### src/hw/vizPkg.sv
package vizPkg;

	// meter and bar counts
	localparam int NUM_BARS = 4;
	localparam int NUM_SEGS = 6;
	// segments first, then one marker per bar
	localparam int NUM_LAYERS = NUM_BARS * NUM_SEGS + NUM_BARS;
	localparam int WINDOW_LEN = 64;

	// datapath widths
	localparam int SAMPLE_W = 16;
	localparam int LEVEL_W = 16;
	localparam int X_W = 10;
	localparam int Y_W = 9;
	localparam int APB_ADDR_W = 8;
	localparam int APB_DATA_W = 32;
	localparam int CTRL_W = 8;

	// bar columns in pixels
	localparam int BAR_X0 = 40;
	localparam int BAR_PITCH = 150;
	localparam int BAR_WIDTH = 100;

	// segment rows, segment 0 at the bottom
	localparam int SEG_Y0 = 40;
	localparam int SEG_PITCH = 70;
	localparam int SEG_HEIGHT = 60;
	localparam int MARKER_ROWS = 4;

	// register map
	localparam logic [APB_ADDR_W-1:0] ADDR_CTRL = 8'h00;
	localparam logic [APB_ADDR_W-1:0] ADDR_STEP = 8'h04;
	localparam logic [APB_ADDR_W-1:0] ADDR_BG = 8'h08;
	localparam logic [APB_ADDR_W-1:0] ADDR_MARKER = 8'h0C;
	localparam logic [APB_ADDR_W-1:0] ADDR_BAR0 = 8'h10;
	localparam logic [APB_ADDR_W-1:0] ADDR_BAR1 = 8'h14;
	localparam logic [APB_ADDR_W-1:0] ADDR_BAR2 = 8'h18;
	localparam logic [APB_ADDR_W-1:0] ADDR_BAR3 = 8'h1C;
	localparam logic [APB_ADDR_W-1:0] ADDR_CLEAR = 8'h20;
	localparam logic [APB_ADDR_W-1:0] ADDR_LEVEL0 = 8'h24;
	localparam logic [APB_ADDR_W-1:0] ADDR_LEVEL1 = 8'h28;
	localparam logic [APB_ADDR_W-1:0] ADDR_LEVEL2 = 8'h2C;
	localparam logic [APB_ADDR_W-1:0] ADDR_LEVEL3 = 8'h30;

	// reset values, ctrl bit 0 display on, bits 7:4 bar mask
	localparam logic [CTRL_W-1:0] RST_CTRL = 8'hF1;
	localparam logic [LEVEL_W-1:0] RST_STEP = 16'h1388;
	localparam logic [APB_DATA_W-1:0] RST_BG = 32'h0000_0000;
	localparam logic [APB_DATA_W-1:0] RST_MARKER = 32'h00FF_FFFF;
	localparam logic [APB_DATA_W-1:0] RST_BAR0 = 32'h0000_FF00;
	localparam logic [APB_DATA_W-1:0] RST_BAR1 = 32'h0000_C0FF;
	localparam logic [APB_DATA_W-1:0] RST_BAR2 = 32'h00FF_C000;
	localparam logic [APB_DATA_W-1:0] RST_BAR3 = 32'h00FF_4040;

	// colour register word, raw on the bus, rgb bytes in the mixer
	typedef union packed {
		logic [APB_DATA_W-1:0] raw;
		struct packed {
			logic [7:0] pad;
			logic [7:0] red;
			logic [7:0] green;
			logic [7:0] blue;
		} rgb;
	} colorWord_t;

endpackage

### src/hw/levelMeter.sv
`timescale 1ns/100ps

module levelMeter (
	input  logic                                clk,
	input  logic                                arstN,
	input  logic signed [vizPkg::SAMPLE_W-1:0] sample,
	input  logic                                sampleValid,
	input  logic                                peakClear,
	output logic        [vizPkg::LEVEL_W-1:0]  level,
	output logic        [vizPkg::LEVEL_W-1:0]  peak
);

	localparam int CNT_W = $clog2(vizPkg::WINDOW_LEN);
	// most negative sample has no positive twin
	localparam logic signed [vizPkg::SAMPLE_W-1:0] SAMPLE_MIN =
		{1'b1, {(vizPkg::SAMPLE_W-1){1'b0}}};
	localparam logic [vizPkg::LEVEL_W-1:0] ABS_MAX =
		vizPkg::LEVEL_W'((1 << (vizPkg::SAMPLE_W - 1)) - 1);

	logic [CNT_W-1:0] sampleCnt;
	logic [vizPkg::LEVEL_W-1:0] runMax;
	logic [vizPkg::LEVEL_W-1:0] absVal;
	logic [vizPkg::LEVEL_W-1:0] newMax;
	logic windowEnd;

	// saturating magnitude
	always_comb begin
		if (sample == SAMPLE_MIN) begin
			absVal = ABS_MAX;
		end else if (sample < 0) begin
			absVal = vizPkg::LEVEL_W'(-sample);
		end else begin
			absVal = vizPkg::LEVEL_W'(sample);
		end
	end

	// running max including this sample
	assign newMax = (absVal > runMax) ? absVal : runMax;
	// last sample of the window
	assign windowEnd = sampleValid && (sampleCnt == CNT_W'(vizPkg::WINDOW_LEN - 1));

	always_ff @(posedge clk or negedge arstN) begin
		if (!arstN) begin
			sampleCnt <= '0;
			runMax <= '0;
			level <= '0;
		end else if (sampleValid) begin
			// counter wraps on its own at the window length
			sampleCnt <= sampleCnt + 1'b1;
			if (windowEnd) begin
				level <= newMax;
				runMax <= '0;
			end else begin
				runMax <= newMax;
			end
		end
	end

	// held peak, clear loses to a same-cycle window result
	always_ff @(posedge clk or negedge arstN) begin
		if (!arstN) begin
			peak <= '0;
		end else if (windowEnd) begin
			if (peakClear || (newMax > peak)) begin
				peak <= newMax;
			end
		end else if (peakClear) begin
			peak <= '0;
		end
	end

endmodule

### src/hw/barSegments.sv
`timescale 1ns/100ps

module barSegments #(
	parameter int barIndex = 0
) (
	input  logic                           clk,
	input  logic                           arstN,
	input  logic [vizPkg::X_W-1:0]        pixelX,
	input  logic [vizPkg::Y_W-1:0]        pixelY,
	input  logic [vizPkg::LEVEL_W-1:0]    level,
	input  logic [vizPkg::LEVEL_W-1:0]    peak,
	input  logic [vizPkg::LEVEL_W-1:0]    step,
	input  logic                           barOn,
	output logic [vizPkg::NUM_SEGS-1:0]   segHit,
	output logic                           markerHit
);

	// room for NUM_SEGS times a full scale step
	localparam int THR_W = vizPkg::LEVEL_W + 3;
	localparam logic [vizPkg::X_W-1:0] X_START =
		vizPkg::X_W'(vizPkg::BAR_X0 + barIndex * vizPkg::BAR_PITCH);
	localparam logic [vizPkg::X_W-1:0] X_END =
		vizPkg::X_W'(vizPkg::BAR_X0 + barIndex * vizPkg::BAR_PITCH + vizPkg::BAR_WIDTH);

	logic inBar;
	logic [vizPkg::NUM_SEGS-1:0] inSegY;
	logic [vizPkg::NUM_SEGS-1:0] inMarkY;
	logic [vizPkg::NUM_SEGS-1:0] levelReach;
	logic [vizPkg::NUM_SEGS-1:0] segNext;
	logic [$clog2(vizPkg::NUM_SEGS)-1:0] peakSeg;
	logic peakFound;
	logic markerNext;

	// column test, end exclusive
	assign inBar = (pixelX >= X_START) && (pixelX < X_END);

	// per segment row windows and thresholds
	always_comb begin
		logic [vizPkg::Y_W-1:0] segTop;
		logic [THR_W-1:0] thr;
		inSegY = '0;
		inMarkY = '0;
		levelReach = '0;
		peakSeg = '0;
		peakFound = 1'b0;
		for (int j = 0; j < vizPkg::NUM_SEGS; j++) begin
			// segment 0 sits lowest on screen
			segTop = vizPkg::Y_W'(vizPkg::SEG_Y0 + (vizPkg::NUM_SEGS - 1 - j) * vizPkg::SEG_PITCH);
			thr = THR_W'(step) * THR_W'(j + 1);
			inSegY[j] = (pixelY >= segTop) &&
				(pixelY < segTop + vizPkg::Y_W'(vizPkg::SEG_HEIGHT));
			inMarkY[j] = (pixelY >= segTop) &&
				(pixelY < segTop + vizPkg::Y_W'(vizPkg::MARKER_ROWS));
			levelReach[j] = (THR_W'(level) >= thr);
			// ascending scan keeps the highest reached segment
			if (THR_W'(peak) >= thr) begin
				peakSeg = ($clog2(vizPkg::NUM_SEGS))'(j);
				peakFound = 1'b1;
			end
		end
	end

	assign segNext = (barOn && inBar) ? (inSegY & levelReach) : '0;
	// no marker until the peak clears the first step
	assign markerNext = barOn && inBar && peakFound && inMarkY[peakSeg];

	// stage 1 of the pixel pipe
	always_ff @(posedge clk or negedge arstN) begin
		if (!arstN) begin
			segHit <= '0;
			markerHit <= 1'b0;
		end else begin
			segHit <= segNext;
			markerHit <= markerNext;
		end
	end

endmodule

### src/hw/layerMixer.sv
`timescale 1ns/100ps

module layerMixer (
	input  logic                             clk,
	input  logic                             arstN,
	input  logic [vizPkg::NUM_LAYERS-1:0]   layers,
	input  vizPkg::colorWord_t               barColor0,
	input  vizPkg::colorWord_t               barColor1,
	input  vizPkg::colorWord_t               barColor2,
	input  vizPkg::colorWord_t               barColor3,
	input  vizPkg::colorWord_t               markerColor,
	input  vizPkg::colorWord_t               bgColor,
	input  logic                             displayOn,
	input  logic                             validIn,
	output logic [7:0]                       red,
	output logic [7:0]                       green,
	output logic [7:0]                       blue,
	output logic                             validOut
);

	localparam int NUM_SEG_LAYERS = vizPkg::NUM_BARS * vizPkg::NUM_SEGS;

	vizPkg::colorWord_t barColors [vizPkg::NUM_BARS];
	vizPkg::colorWord_t pick;

	assign barColors[0] = barColor0;
	assign barColors[1] = barColor1;
	assign barColors[2] = barColor2;
	assign barColors[3] = barColor3;

	// priority search, later hits win
	always_comb begin
		pick = bgColor;
		for (int i = 0; i < vizPkg::NUM_LAYERS; i++) begin
			if (layers[i]) begin
				// markers sit above every segment
				if (i >= NUM_SEG_LAYERS) begin
					pick = markerColor;
				end else begin
					pick = barColors[i / vizPkg::NUM_SEGS];
				end
			end
		end
	end

	// stage 2, display off forces black
	always_ff @(posedge clk or negedge arstN) begin
		if (!arstN) begin
			red <= '0;
			green <= '0;
			blue <= '0;
			validOut <= 1'b0;
		end else begin
			validOut <= validIn;
			if (displayOn) begin
				red <= pick.rgb.red;
				green <= pick.rgb.green;
				blue <= pick.rgb.blue;
			end else begin
				red <= '0;
				green <= '0;
				blue <= '0;
			end
		end
	end

endmodule

### src/hw/vizRegs.sv
`timescale 1ns/100ps

module vizRegs (
	input  logic                              clk,
	input  logic                              arstN,
	input  logic [vizPkg::APB_ADDR_W-1:0]    paddr,
	input  logic                              psel,
	input  logic                              penable,
	input  logic                              pwrite,
	input  logic [vizPkg::APB_DATA_W-1:0]    pwdata,
	output logic [vizPkg::APB_DATA_W-1:0]    prdata,
	output logic                              pready,
	output logic                              pslverr,
	input  logic [vizPkg::LEVEL_W-1:0]       level0,
	input  logic [vizPkg::LEVEL_W-1:0]       level1,
	input  logic [vizPkg::LEVEL_W-1:0]       level2,
	input  logic [vizPkg::LEVEL_W-1:0]       level3,
	input  logic [vizPkg::LEVEL_W-1:0]       peak0,
	input  logic [vizPkg::LEVEL_W-1:0]       peak1,
	input  logic [vizPkg::LEVEL_W-1:0]       peak2,
	input  logic [vizPkg::LEVEL_W-1:0]       peak3,
	output logic                              displayOn,
	output logic [vizPkg::NUM_BARS-1:0]      barMask,
	output logic [vizPkg::LEVEL_W-1:0]       step,
	output vizPkg::colorWord_t                bgColor,
	output vizPkg::colorWord_t                markerColor,
	output vizPkg::colorWord_t                barColor0,
	output vizPkg::colorWord_t                barColor1,
	output vizPkg::colorWord_t                barColor2,
	output vizPkg::colorWord_t                barColor3,
	output logic                              peakClear
);

	logic [vizPkg::CTRL_W-1:0] ctrlReg;
	logic access;
	logic mapped;
	logic readOnly;
	logic writeOnly;
	logic wrEn;

	// no wait states
	assign pready = 1'b1;
	assign access = psel && penable;

	assign displayOn = ctrlReg[0];
	assign barMask = ctrlReg[vizPkg::CTRL_W-1 -: vizPkg::NUM_BARS];

	// read mux and address class, both from paddr alone
	always_comb begin
		prdata = '0;
		mapped = 1'b1;
		readOnly = 1'b0;
		writeOnly = 1'b0;
		case (paddr)
			vizPkg::ADDR_CTRL: prdata = vizPkg::APB_DATA_W'(ctrlReg);
			vizPkg::ADDR_STEP: prdata = vizPkg::APB_DATA_W'(step);
			vizPkg::ADDR_BG: prdata = bgColor.raw;
			vizPkg::ADDR_MARKER: prdata = markerColor.raw;
			vizPkg::ADDR_BAR0: prdata = barColor0.raw;
			vizPkg::ADDR_BAR1: prdata = barColor1.raw;
			vizPkg::ADDR_BAR2: prdata = barColor2.raw;
			vizPkg::ADDR_BAR3: prdata = barColor3.raw;
			// clear is a strobe, nothing to read
			vizPkg::ADDR_CLEAR: writeOnly = 1'b1;
			// peak high half, level low half
			vizPkg::ADDR_LEVEL0: begin
				prdata = {peak0, level0};
				readOnly = 1'b1;
			end
			vizPkg::ADDR_LEVEL1: begin
				prdata = {peak1, level1};
				readOnly = 1'b1;
			end
			vizPkg::ADDR_LEVEL2: begin
				prdata = {peak2, level2};
				readOnly = 1'b1;
			end
			vizPkg::ADDR_LEVEL3: begin
				prdata = {peak3, level3};
				readOnly = 1'b1;
			end
			default: mapped = 1'b0;
		endcase
	end

	assign pslverr = access && (!mapped || (pwrite && readOnly) || (!pwrite && writeOnly));
	// errored writes are dropped
	assign wrEn = access && pwrite && !pslverr;

	always_ff @(posedge clk or negedge arstN) begin
		if (!arstN) begin
			ctrlReg <= vizPkg::RST_CTRL;
			step <= vizPkg::RST_STEP;
			bgColor.raw <= vizPkg::RST_BG;
			markerColor.raw <= vizPkg::RST_MARKER;
			barColor0.raw <= vizPkg::RST_BAR0;
			barColor1.raw <= vizPkg::RST_BAR1;
			barColor2.raw <= vizPkg::RST_BAR2;
			barColor3.raw <= vizPkg::RST_BAR3;
			peakClear <= 1'b0;
		end else begin
			// one cycle pulse on a clear write with bit 0 set
			peakClear <= wrEn && (paddr == vizPkg::ADDR_CLEAR) && pwdata[0];
			if (wrEn) begin
				case (paddr)
					vizPkg::ADDR_CTRL: ctrlReg <= pwdata[vizPkg::CTRL_W-1:0];
					vizPkg::ADDR_STEP: step <= pwdata[vizPkg::LEVEL_W-1:0];
					vizPkg::ADDR_BG: bgColor.raw <= pwdata;
					vizPkg::ADDR_MARKER: markerColor.raw <= pwdata;
					vizPkg::ADDR_BAR0: barColor0.raw <= pwdata;
					vizPkg::ADDR_BAR1: barColor1.raw <= pwdata;
					vizPkg::ADDR_BAR2: barColor2.raw <= pwdata;
					vizPkg::ADDR_BAR3: barColor3.raw <= pwdata;
					default: ;
				endcase
			end
		end
	end

endmodule

### src/hw/spectrumVisualizer.sv
`timescale 1ns/100ps

module spectrumVisualizer (
	input  logic                                clk,
	input  logic                                arstN,
	input  logic [vizPkg::APB_ADDR_W-1:0]      paddr,
	input  logic                                psel,
	input  logic                                penable,
	input  logic                                pwrite,
	input  logic [vizPkg::APB_DATA_W-1:0]      pwdata,
	output logic [vizPkg::APB_DATA_W-1:0]      prdata,
	output logic                                pready,
	output logic                                pslverr,
	input  logic signed [vizPkg::SAMPLE_W-1:0] sampleL,
	input  logic signed [vizPkg::SAMPLE_W-1:0] sampleR,
	input  logic                                sampleValid,
	input  logic [vizPkg::X_W-1:0]             pixelX,
	input  logic [vizPkg::Y_W-1:0]             pixelY,
	input  logic                                pixelValid,
	output logic [7:0]                          red,
	output logic [7:0]                          green,
	output logic [7:0]                          blue,
	output logic                                pixelOutValid
);

	// one extra bit so the sum cannot wrap
	logic signed [vizPkg::SAMPLE_W:0] midSum;
	logic signed [vizPkg::SAMPLE_W:0] sideDiff;
	logic signed [vizPkg::SAMPLE_W-1:0] chSample [vizPkg::NUM_BARS];
	logic [vizPkg::LEVEL_W-1:0] level [vizPkg::NUM_BARS];
	logic [vizPkg::LEVEL_W-1:0] peak [vizPkg::NUM_BARS];
	logic [vizPkg::NUM_SEGS-1:0] segHit [vizPkg::NUM_BARS];
	logic [vizPkg::NUM_BARS-1:0] markerHit;
	logic [vizPkg::NUM_LAYERS-1:0] layers;
	logic [vizPkg::NUM_BARS-1:0] barMask;
	logic [vizPkg::LEVEL_W-1:0] step;
	logic displayOn;
	logic peakClear;
	logic pixelValidD;
	vizPkg::colorWord_t bgColor;
	vizPkg::colorWord_t markerColor;
	vizPkg::colorWord_t barColor0;
	vizPkg::colorWord_t barColor1;
	vizPkg::colorWord_t barColor2;
	vizPkg::colorWord_t barColor3;

	// mid and side, arithmetic halves
	assign midSum = sampleL + sampleR;
	assign sideDiff = sampleL - sampleR;

	// meter order L, R, mid, side
	assign chSample[0] = sampleL;
	assign chSample[1] = sampleR;
	assign chSample[2] = midSum[vizPkg::SAMPLE_W:1];
	assign chSample[3] = sideDiff[vizPkg::SAMPLE_W:1];

	vizRegs regs (
		.clk(clk), .arstN(arstN),
		.paddr(paddr), .psel(psel), .penable(penable), .pwrite(pwrite), .pwdata(pwdata),
		.prdata(prdata), .pready(pready), .pslverr(pslverr),
		.level0(level[0]), .level1(level[1]), .level2(level[2]), .level3(level[3]),
		.peak0(peak[0]), .peak1(peak[1]), .peak2(peak[2]), .peak3(peak[3]),
		.displayOn(displayOn), .barMask(barMask), .step(step),
		.bgColor(bgColor), .markerColor(markerColor),
		.barColor0(barColor0), .barColor1(barColor1),
		.barColor2(barColor2), .barColor3(barColor3),
		.peakClear(peakClear)
	);

	// one meter and one bar per channel
	for (genvar b = 0; b < vizPkg::NUM_BARS; b++) begin : gBar
		levelMeter meter (
			.clk(clk), .arstN(arstN),
			.sample(chSample[b]), .sampleValid(sampleValid), .peakClear(peakClear),
			.level(level[b]), .peak(peak[b])
		);

		barSegments #(.barIndex(b)) bar (
			.clk(clk), .arstN(arstN),
			.pixelX(pixelX), .pixelY(pixelY),
			.level(level[b]), .peak(peak[b]), .step(step), .barOn(barMask[b]),
			.segHit(segHit[b]), .markerHit(markerHit[b])
		);

		// segments b*6.., markers after all segments
		assign layers[b * vizPkg::NUM_SEGS +: vizPkg::NUM_SEGS] = segHit[b];
		assign layers[vizPkg::NUM_BARS * vizPkg::NUM_SEGS + b] = markerHit[b];
	end

	// valid tracks the stage 1 registers
	always_ff @(posedge clk or negedge arstN) begin
		if (!arstN) begin
			pixelValidD <= 1'b0;
		end else begin
			pixelValidD <= pixelValid;
		end
	end

	layerMixer mixer (
		.clk(clk), .arstN(arstN),
		.layers(layers),
		.barColor0(barColor0), .barColor1(barColor1),
		.barColor2(barColor2), .barColor3(barColor3),
		.markerColor(markerColor), .bgColor(bgColor),
		.displayOn(displayOn), .validIn(pixelValidD),
		.red(red), .green(green), .blue(blue), .validOut(pixelOutValid)
	);

endmodule

### config.mk
export PLATFORM = sky130hd
export DESIGN_NAME = spectrumVisualizer
export DESIGN_NICKNAME = d
export VERILOG_FILES = /design/src/hw/vizPkg.sv /design/src/hw/levelMeter.sv /design/src/hw/barSegments.sv /design/src/hw/layerMixer.sv /design/src/hw/vizRegs.sv /design/src/hw/spectrumVisualizer.sv
export SDC_FILE = /design/constraint.sdc
export NUM_CORES = 2
export LEC_CHECK = 0
export BUFFER_PORTS_ARGS = -buffer_cell sky130_fd_sc_hd__buf_2
export CAP_MARGIN = 25
export CORE_ASPECT_RATIO = 2
export CORE_UTILIZATION = 58
export CTS_CLUSTER_DIAMETER = 80
export DETAILED_ROUTE_END_ITERATION = 10
export GPL_ROUTABILITY_DRIVEN = 0
export MAX_ROUTING_LAYER = met4
export PLACE_DENSITY = 0.89
export SETUP_SLACK_MARGIN = 0.5
export SLEW_MARGIN = 15
export SYNTH_ARGS = -nofsm -noshare
export SYNTH_HDL_FRONTEND = slang
export SYNTH_SLANG_ARGS = --single-unit
### constraint.sdc
create_clock -name clk -period 5.48 [get_ports clk]
set_input_delay 1.096 -clock clk [delete_from_list [all_inputs] [get_ports clk]]
set_output_delay 1.096 -clock clk [all_outputs]
set_load 0.05 [all_outputs]
==> run metrics, run 1 <==
outcome stopped before the end; Exit stage global routing (5_1_grt); error msg [ERROR GRT-0116] Global routing finished with congestion. Check the congestion regions in the DRC Viewer.; pin count of the biggest net entering global routing 123; warnings from Yosys 0; Netlist Area Pre-Place 45760 um^2; Seq cells post-synth 487; I/O Pins 157; DPL Wire Length 143.2 mm; CTS Buf Count 44; PortBufs 153; number of flops mapped to enable cells by yosys 0; ys flop type dfrtp_1; top cell type by total area after synthesis ha_1; Mean Syn Cell Area 9.361 um^2; top cell type's share of synthesized area 25.05%; Seq/Total Area, Yosys 26.83%; Die X 200.6 um; initial core utilization 58.65%; first-pass GRT wire length 369.5 mm; async set-reset flop share out of synthesis 100.0%; clock sink count 487; CTS Buffer Depth 3; CTS root buf clkbuf_16; Syn Nets 5906; CTS Hold Bufs 0; most area-consuming cells after synthesis ha_1, dfrtp_1, mux2_2, dfstp_2, a21oi_1; Die Ht 399.2 um; post-synth cell types 89; grt ovf 298; gr usage total 62.77%; Cells after Synth 4888; Max H-tree Level 2; # rows 145; number of global-route vias before repair 55100
synthesized netlist by cell type (30+ instances only):
cell,n
ha_1,916
dfrtp_1,415
a21oi_1,307
o21ai_0,269
nand2_1,264
inv_1,257
mux2_2,256
nor2_1,256
a21o_1,150
clkbuf_1,138
nand4_1,121
nor2b_1,118
o21a_1,112
a211oi_1,98
a22o_1,98
nand3_1,88
nor3_1,79
dfstp_2,72
mux2i_1,69
a22oi_1,67
nand2b_1,65
xnor2_1,57
a221oi_1,54
a31oi_1,41
o22ai_1,41
xor2_1,40
o211ai_1,33
o31ai_1,32
and3_1,30
logic make-up after synthesis:
family	Yosys count	share of synthesized area, %
flops	487	26.83
other cells	1	0.008196
compound gates	1485	21.92
mux	327	7.875
xor+xnor	97	1.857
fa+ha+maj	920	25.22
buf+inv	420	3.489
simple gates	1151	12.79
per-stage QoR:
stage	worst slack, ps	util [%]	cell area, um^2	setup TNS, ps	cells
3_5_place_dp	-2190	66.85	52150	-145280	6469
2_1_floorplan	-2064	-	46420	-86640	4888
4_1_cts	-1317	70.09	54670	-51980	6592
3_3_place_gp	-1968	66.85	52150	-121210	6469
per-layer routing:
metal / overflow / GRT usage [%]
met3: 15 / 46.73
met5: - / -
met4: 96 / 62.77
met1: 8 / 58.67
met2: 179 / 79.84
what timing repair did:
action | 4_1_cts
gates cloned | 1
hold endpoints to repair | 0
setup endpoints to repair | 127
gates resized for setup | 130
buffers inserted | 40
pin swaps | 87
==> run 2, diff against run 1 <==
--- a/config.mk
+++ b/config.mk
@@ -7,14 +7,10 @@
 export LEC_CHECK = 0
 export BUFFER_PORTS_ARGS = -buffer_cell sky130_fd_sc_hd__buf_2
 export CAP_MARGIN = 25
-export CORE_ASPECT_RATIO = 2
-export CORE_UTILIZATION = 58
-export CTS_CLUSTER_DIAMETER = 80
+export CORE_UTILIZATION = 40
 export DETAILED_ROUTE_END_ITERATION = 10
 export GPL_ROUTABILITY_DRIVEN = 0
-export MAX_ROUTING_LAYER = met4
-export PLACE_DENSITY = 0.89
-export SETUP_SLACK_MARGIN = 0.5
+export PLACE_DENSITY_LB_ADDON = 0.15
 export SLEW_MARGIN = 15
 export SYNTH_ARGS = -nofsm -noshare
 export SYNTH_HDL_FRONTEND = slang
==> constraint.sdc (replaced) <==
create_clock -name clk -period 7.1 [get_ports clk]
set_input_delay 1.42 -clock clk [delete_from_list [all_inputs] [get_ports clk]]
set_output_delay 1.42 -clock clk [all_outputs]
set_load 0.05 [all_outputs]
==> run 2 against run 1 <==
The flow now finishes, with violations (negative setup slack). Synthesized area unchanged. Synthesized cell count unchanged.
==> run metrics, run 2 <==
peak supply drop 0.0001917 V; initial antenna violation count 5; Post-route DRC 0; Fin. Hold Viols 0; core area 113000 um^2; Mean Syn Cell Area 9.361 um^2 (unchanged); critical path class in2reg; Final Max Tran Viols 0; Final Skew 63.68 ps; Power Density 210.3 nW/um^2; max incr delay on CP 400 ps; most frequent CP cell buf_6; top cell type's share of synthesized area 25.05% (unchanged); I/O Pins 157 (unchanged); worst-margin pin slew 1106 ps; drt via density 6.128; drt wl/cell 26.44 um; Worst slew margin 26.20%; CP max-delay cell o31a_1; Die Ht 340.2 um (was 399.2 um); DPL Wire Length 137.2 mm (was 143.2 mm); Final setup viols 12; failing checks negative setup slack; most area-consuming cells after synthesis ha_1, dfrtp_1, mux2_2, dfstp_2, a21oi_1 (unchanged); Leak Pwr 28.76 nW; arrival time worst endpoint 7690 ps; Startpoint Class primary input; Largest regs gBar.meter.level x64, gBar.meter.peak x64, gBar.meter.runMax x64; most frequent cells in the layout ha_1, buf_4, dfrtp_1; clk_lat worst skew 700 ps; grt ovf 0; leading cell type in the layout, fill and taps excluded ha_1; final instance area 55300 um^2; CP max FO 7; grt met2 use 48.46%; number of flops mapped to enable cells by yosys 0 (unchanged); fin crit period 7164 ps; gr usage total 31.61%; Final Net Count 6515; async set-reset flop share out of synthesis 100.0% (unchanged); Seq/Total Area, Yosys 26.83% (unchanged); CTS Buffer Depth 3 (unchanged); Cells after Synth 4888 (unchanged); top cell type by total area after synthesis ha_1 (unchanged); number of global-route vias before repair 41710; max-cap check violation count 0; Syn Nets 5906 (unchanged); share of cells above drive strength 1 23.89%; Int Power 0.007390 W; ys flop type dfrtp_1 (unchanged); worst hold path type reg2reg; synth-to-layout area growth 20.86%; Seq pwr share 29.5%; pin count of the biggest net entering global routing 113; clock sink count 487 (unchanged); Seq cells post-synth 487 (unchanged); sw frac 36.45%; Routed WL 186.4 mm; Netlist Area Pre-Place 45760 um^2 (unchanged); CP required 7620 ps; initial core utilization 40.51% (was 58.65%); met1 Use GR 41.78%; Die X 340.2 um (was 200.6 um); most frequent cells after synthesis ha_1, dfrtp_1, a21oi_1, o21ai_0, nand2_1 (unchanged); worst hold slack 349.7 ps; PortBufs 153 (unchanged); grt peak-use layer met2; clock slew at reported path FFs 60 ps; placed cell area 52220 um^2 (was 52150 um^2); count leader, synth ha_1 (unchanged); Worst Setup Slack, final -63.90 ps; fillers 10810; Critical Path Sink Type flip-flop; # rows 123 (was 145); die area 115700 um^2; clock share of power 28.6%; outcome complete, but fails checks (was stopped before the end); combinational share of power 42.0%; unrepaired setup endpoints after global routing true; CTS root buf clkbuf_16 (unchanged); met3 Resource Use GR 6.552%; crit share post-route 100.9%; Max H-tree Level 2 (unchanged); CTS tree done; drt pass-1 iters 6; Antenna Violating Nets Remaining 0; warnings from Yosys 0 (unchanged); post-synth cell types 89 (unchanged); first-pass GRT wire length 274.3 mm; DRT iter0 DRCs 3737; NetSw 0.004239 W; vias post-DR 43200; CTS Buf Count 59 (was 44); Max Clock Freq 0.1396 GHz
==> run 2: cell counts after synthesis <==
No cell type changed its count.
==> run 2: path summary, 6_finish.rpt <==
path	from	endpoint	slack (ps)	depth (start not counted)
setup / recovery	sampleR[0]	gBar[3].meter.peak[8]	-60	33
hold / removal	pixelValidD	mixer.validOut	350	0
setup reg to reg	regs.step[0]	gBar[2].bar.markerHit	1750	20
hold reg to reg	pixelValidD	mixer.validOut	350	0
max in group asynchronous	arstN	gBar[3].meter.runMax[15]	5070	2
min in group asynchronous	arstN	regs.bgColor[1]	770	1
==> run 2: routing by layer <==
layer	vias up	wire length [um]
met3	474	16430
met4	4	11500
met1	21120	78660
li1	19830	-
met2	1770	79800
met5	-	27
==> run 2: per-stage QoR <==
| stage | power [W] | util (%) | setup slack [ps] | setup TNS [ps] | cells |
|---|---|---|---|---|---|
| after floorplan | 0.005900 | - | -781.5 | -13110 | 4888 |
| after global placement | 0.007920 | 46.22 | -750.3 | -25190 | 6904 |
| after detailed placement | 0.007993 | 46.23 | -883.8 | -27890 | 6905 |
| after CTS | 0.01141 | 48.21 | -8.871 | -9.639 | 7019 |
| after global routing | 0.01232 | 48.95 | -435.7 | -8943 | 7048 |
| final | 0.01163 | 48.96 | -63.90 | -404.2 | 7050 |
==> run 2: kinds of logic (layout without fill, tap and decap cells) <==
family / Yosys count / in the layout / share of synthesized area (%)
xor gates and xnor gates: 97 / 97 / 1.857
other: 1 / 4 / 0.008196
buffers and inverters: 420 / 1079 / 3.489
DFF: 487 / 487 / 26.83
adders and majority gates: 920 / 920 / 25.22
AOI/OAI and AO/OA: 1485 / 1485 / 21.92
and+or+nand+nor: 1151 / 1151 / 12.79
muxes: 327 / 327 / 7.875
==> run 2: final cells by class <==
cell class              count  area [um^2]  area share, %
inverters                 258        973.4          1.760
multi-input cells        3981        32900          59.49
repair buffers            710         5155          9.321
well taps                1500         1877          3.394
flip-flops and latches    487        12280          22.20
diodes                      3        7.507        0.01357
clock buffers              83         1687          3.050
clock inverters            28        425.4         0.7692
==> run 2: timing repair <==
action,CTS,global route
hold endpoints to repair,0,0
hold buffers,0,0
pin swaps,9,65
gates cloned,1,2
buffers inserted,2,23
setup endpoints to repair,30,32
gates resized for setup,23,114
==> run 2: power by group through the flow <==
stage	combinational, W	sequential (W)	clock, W
after CTS	0.00461	0.00341	0.00339
after floorplan	0.00256	0.00334	0
after detailed placement	0.00454	0.00346	0
after global placement	0.00447	0.00346	0
after global routing	0.00538	0.00345	0.00349
final	0.00488	0.00343	0.00332
==> run 2: worst max-delay path: cells and delay by family <==
family,cells,cell delay [ps]
XOR/XNOR,1,230
AND/OR/NAND/NOR,6,1020
adder cells (fa/ha/maj),4,1230
AO/OA/AOI/OAI,16,2960
buffers and inverters,6,820
Note: power is estimated with default switching activity, not from simulation.
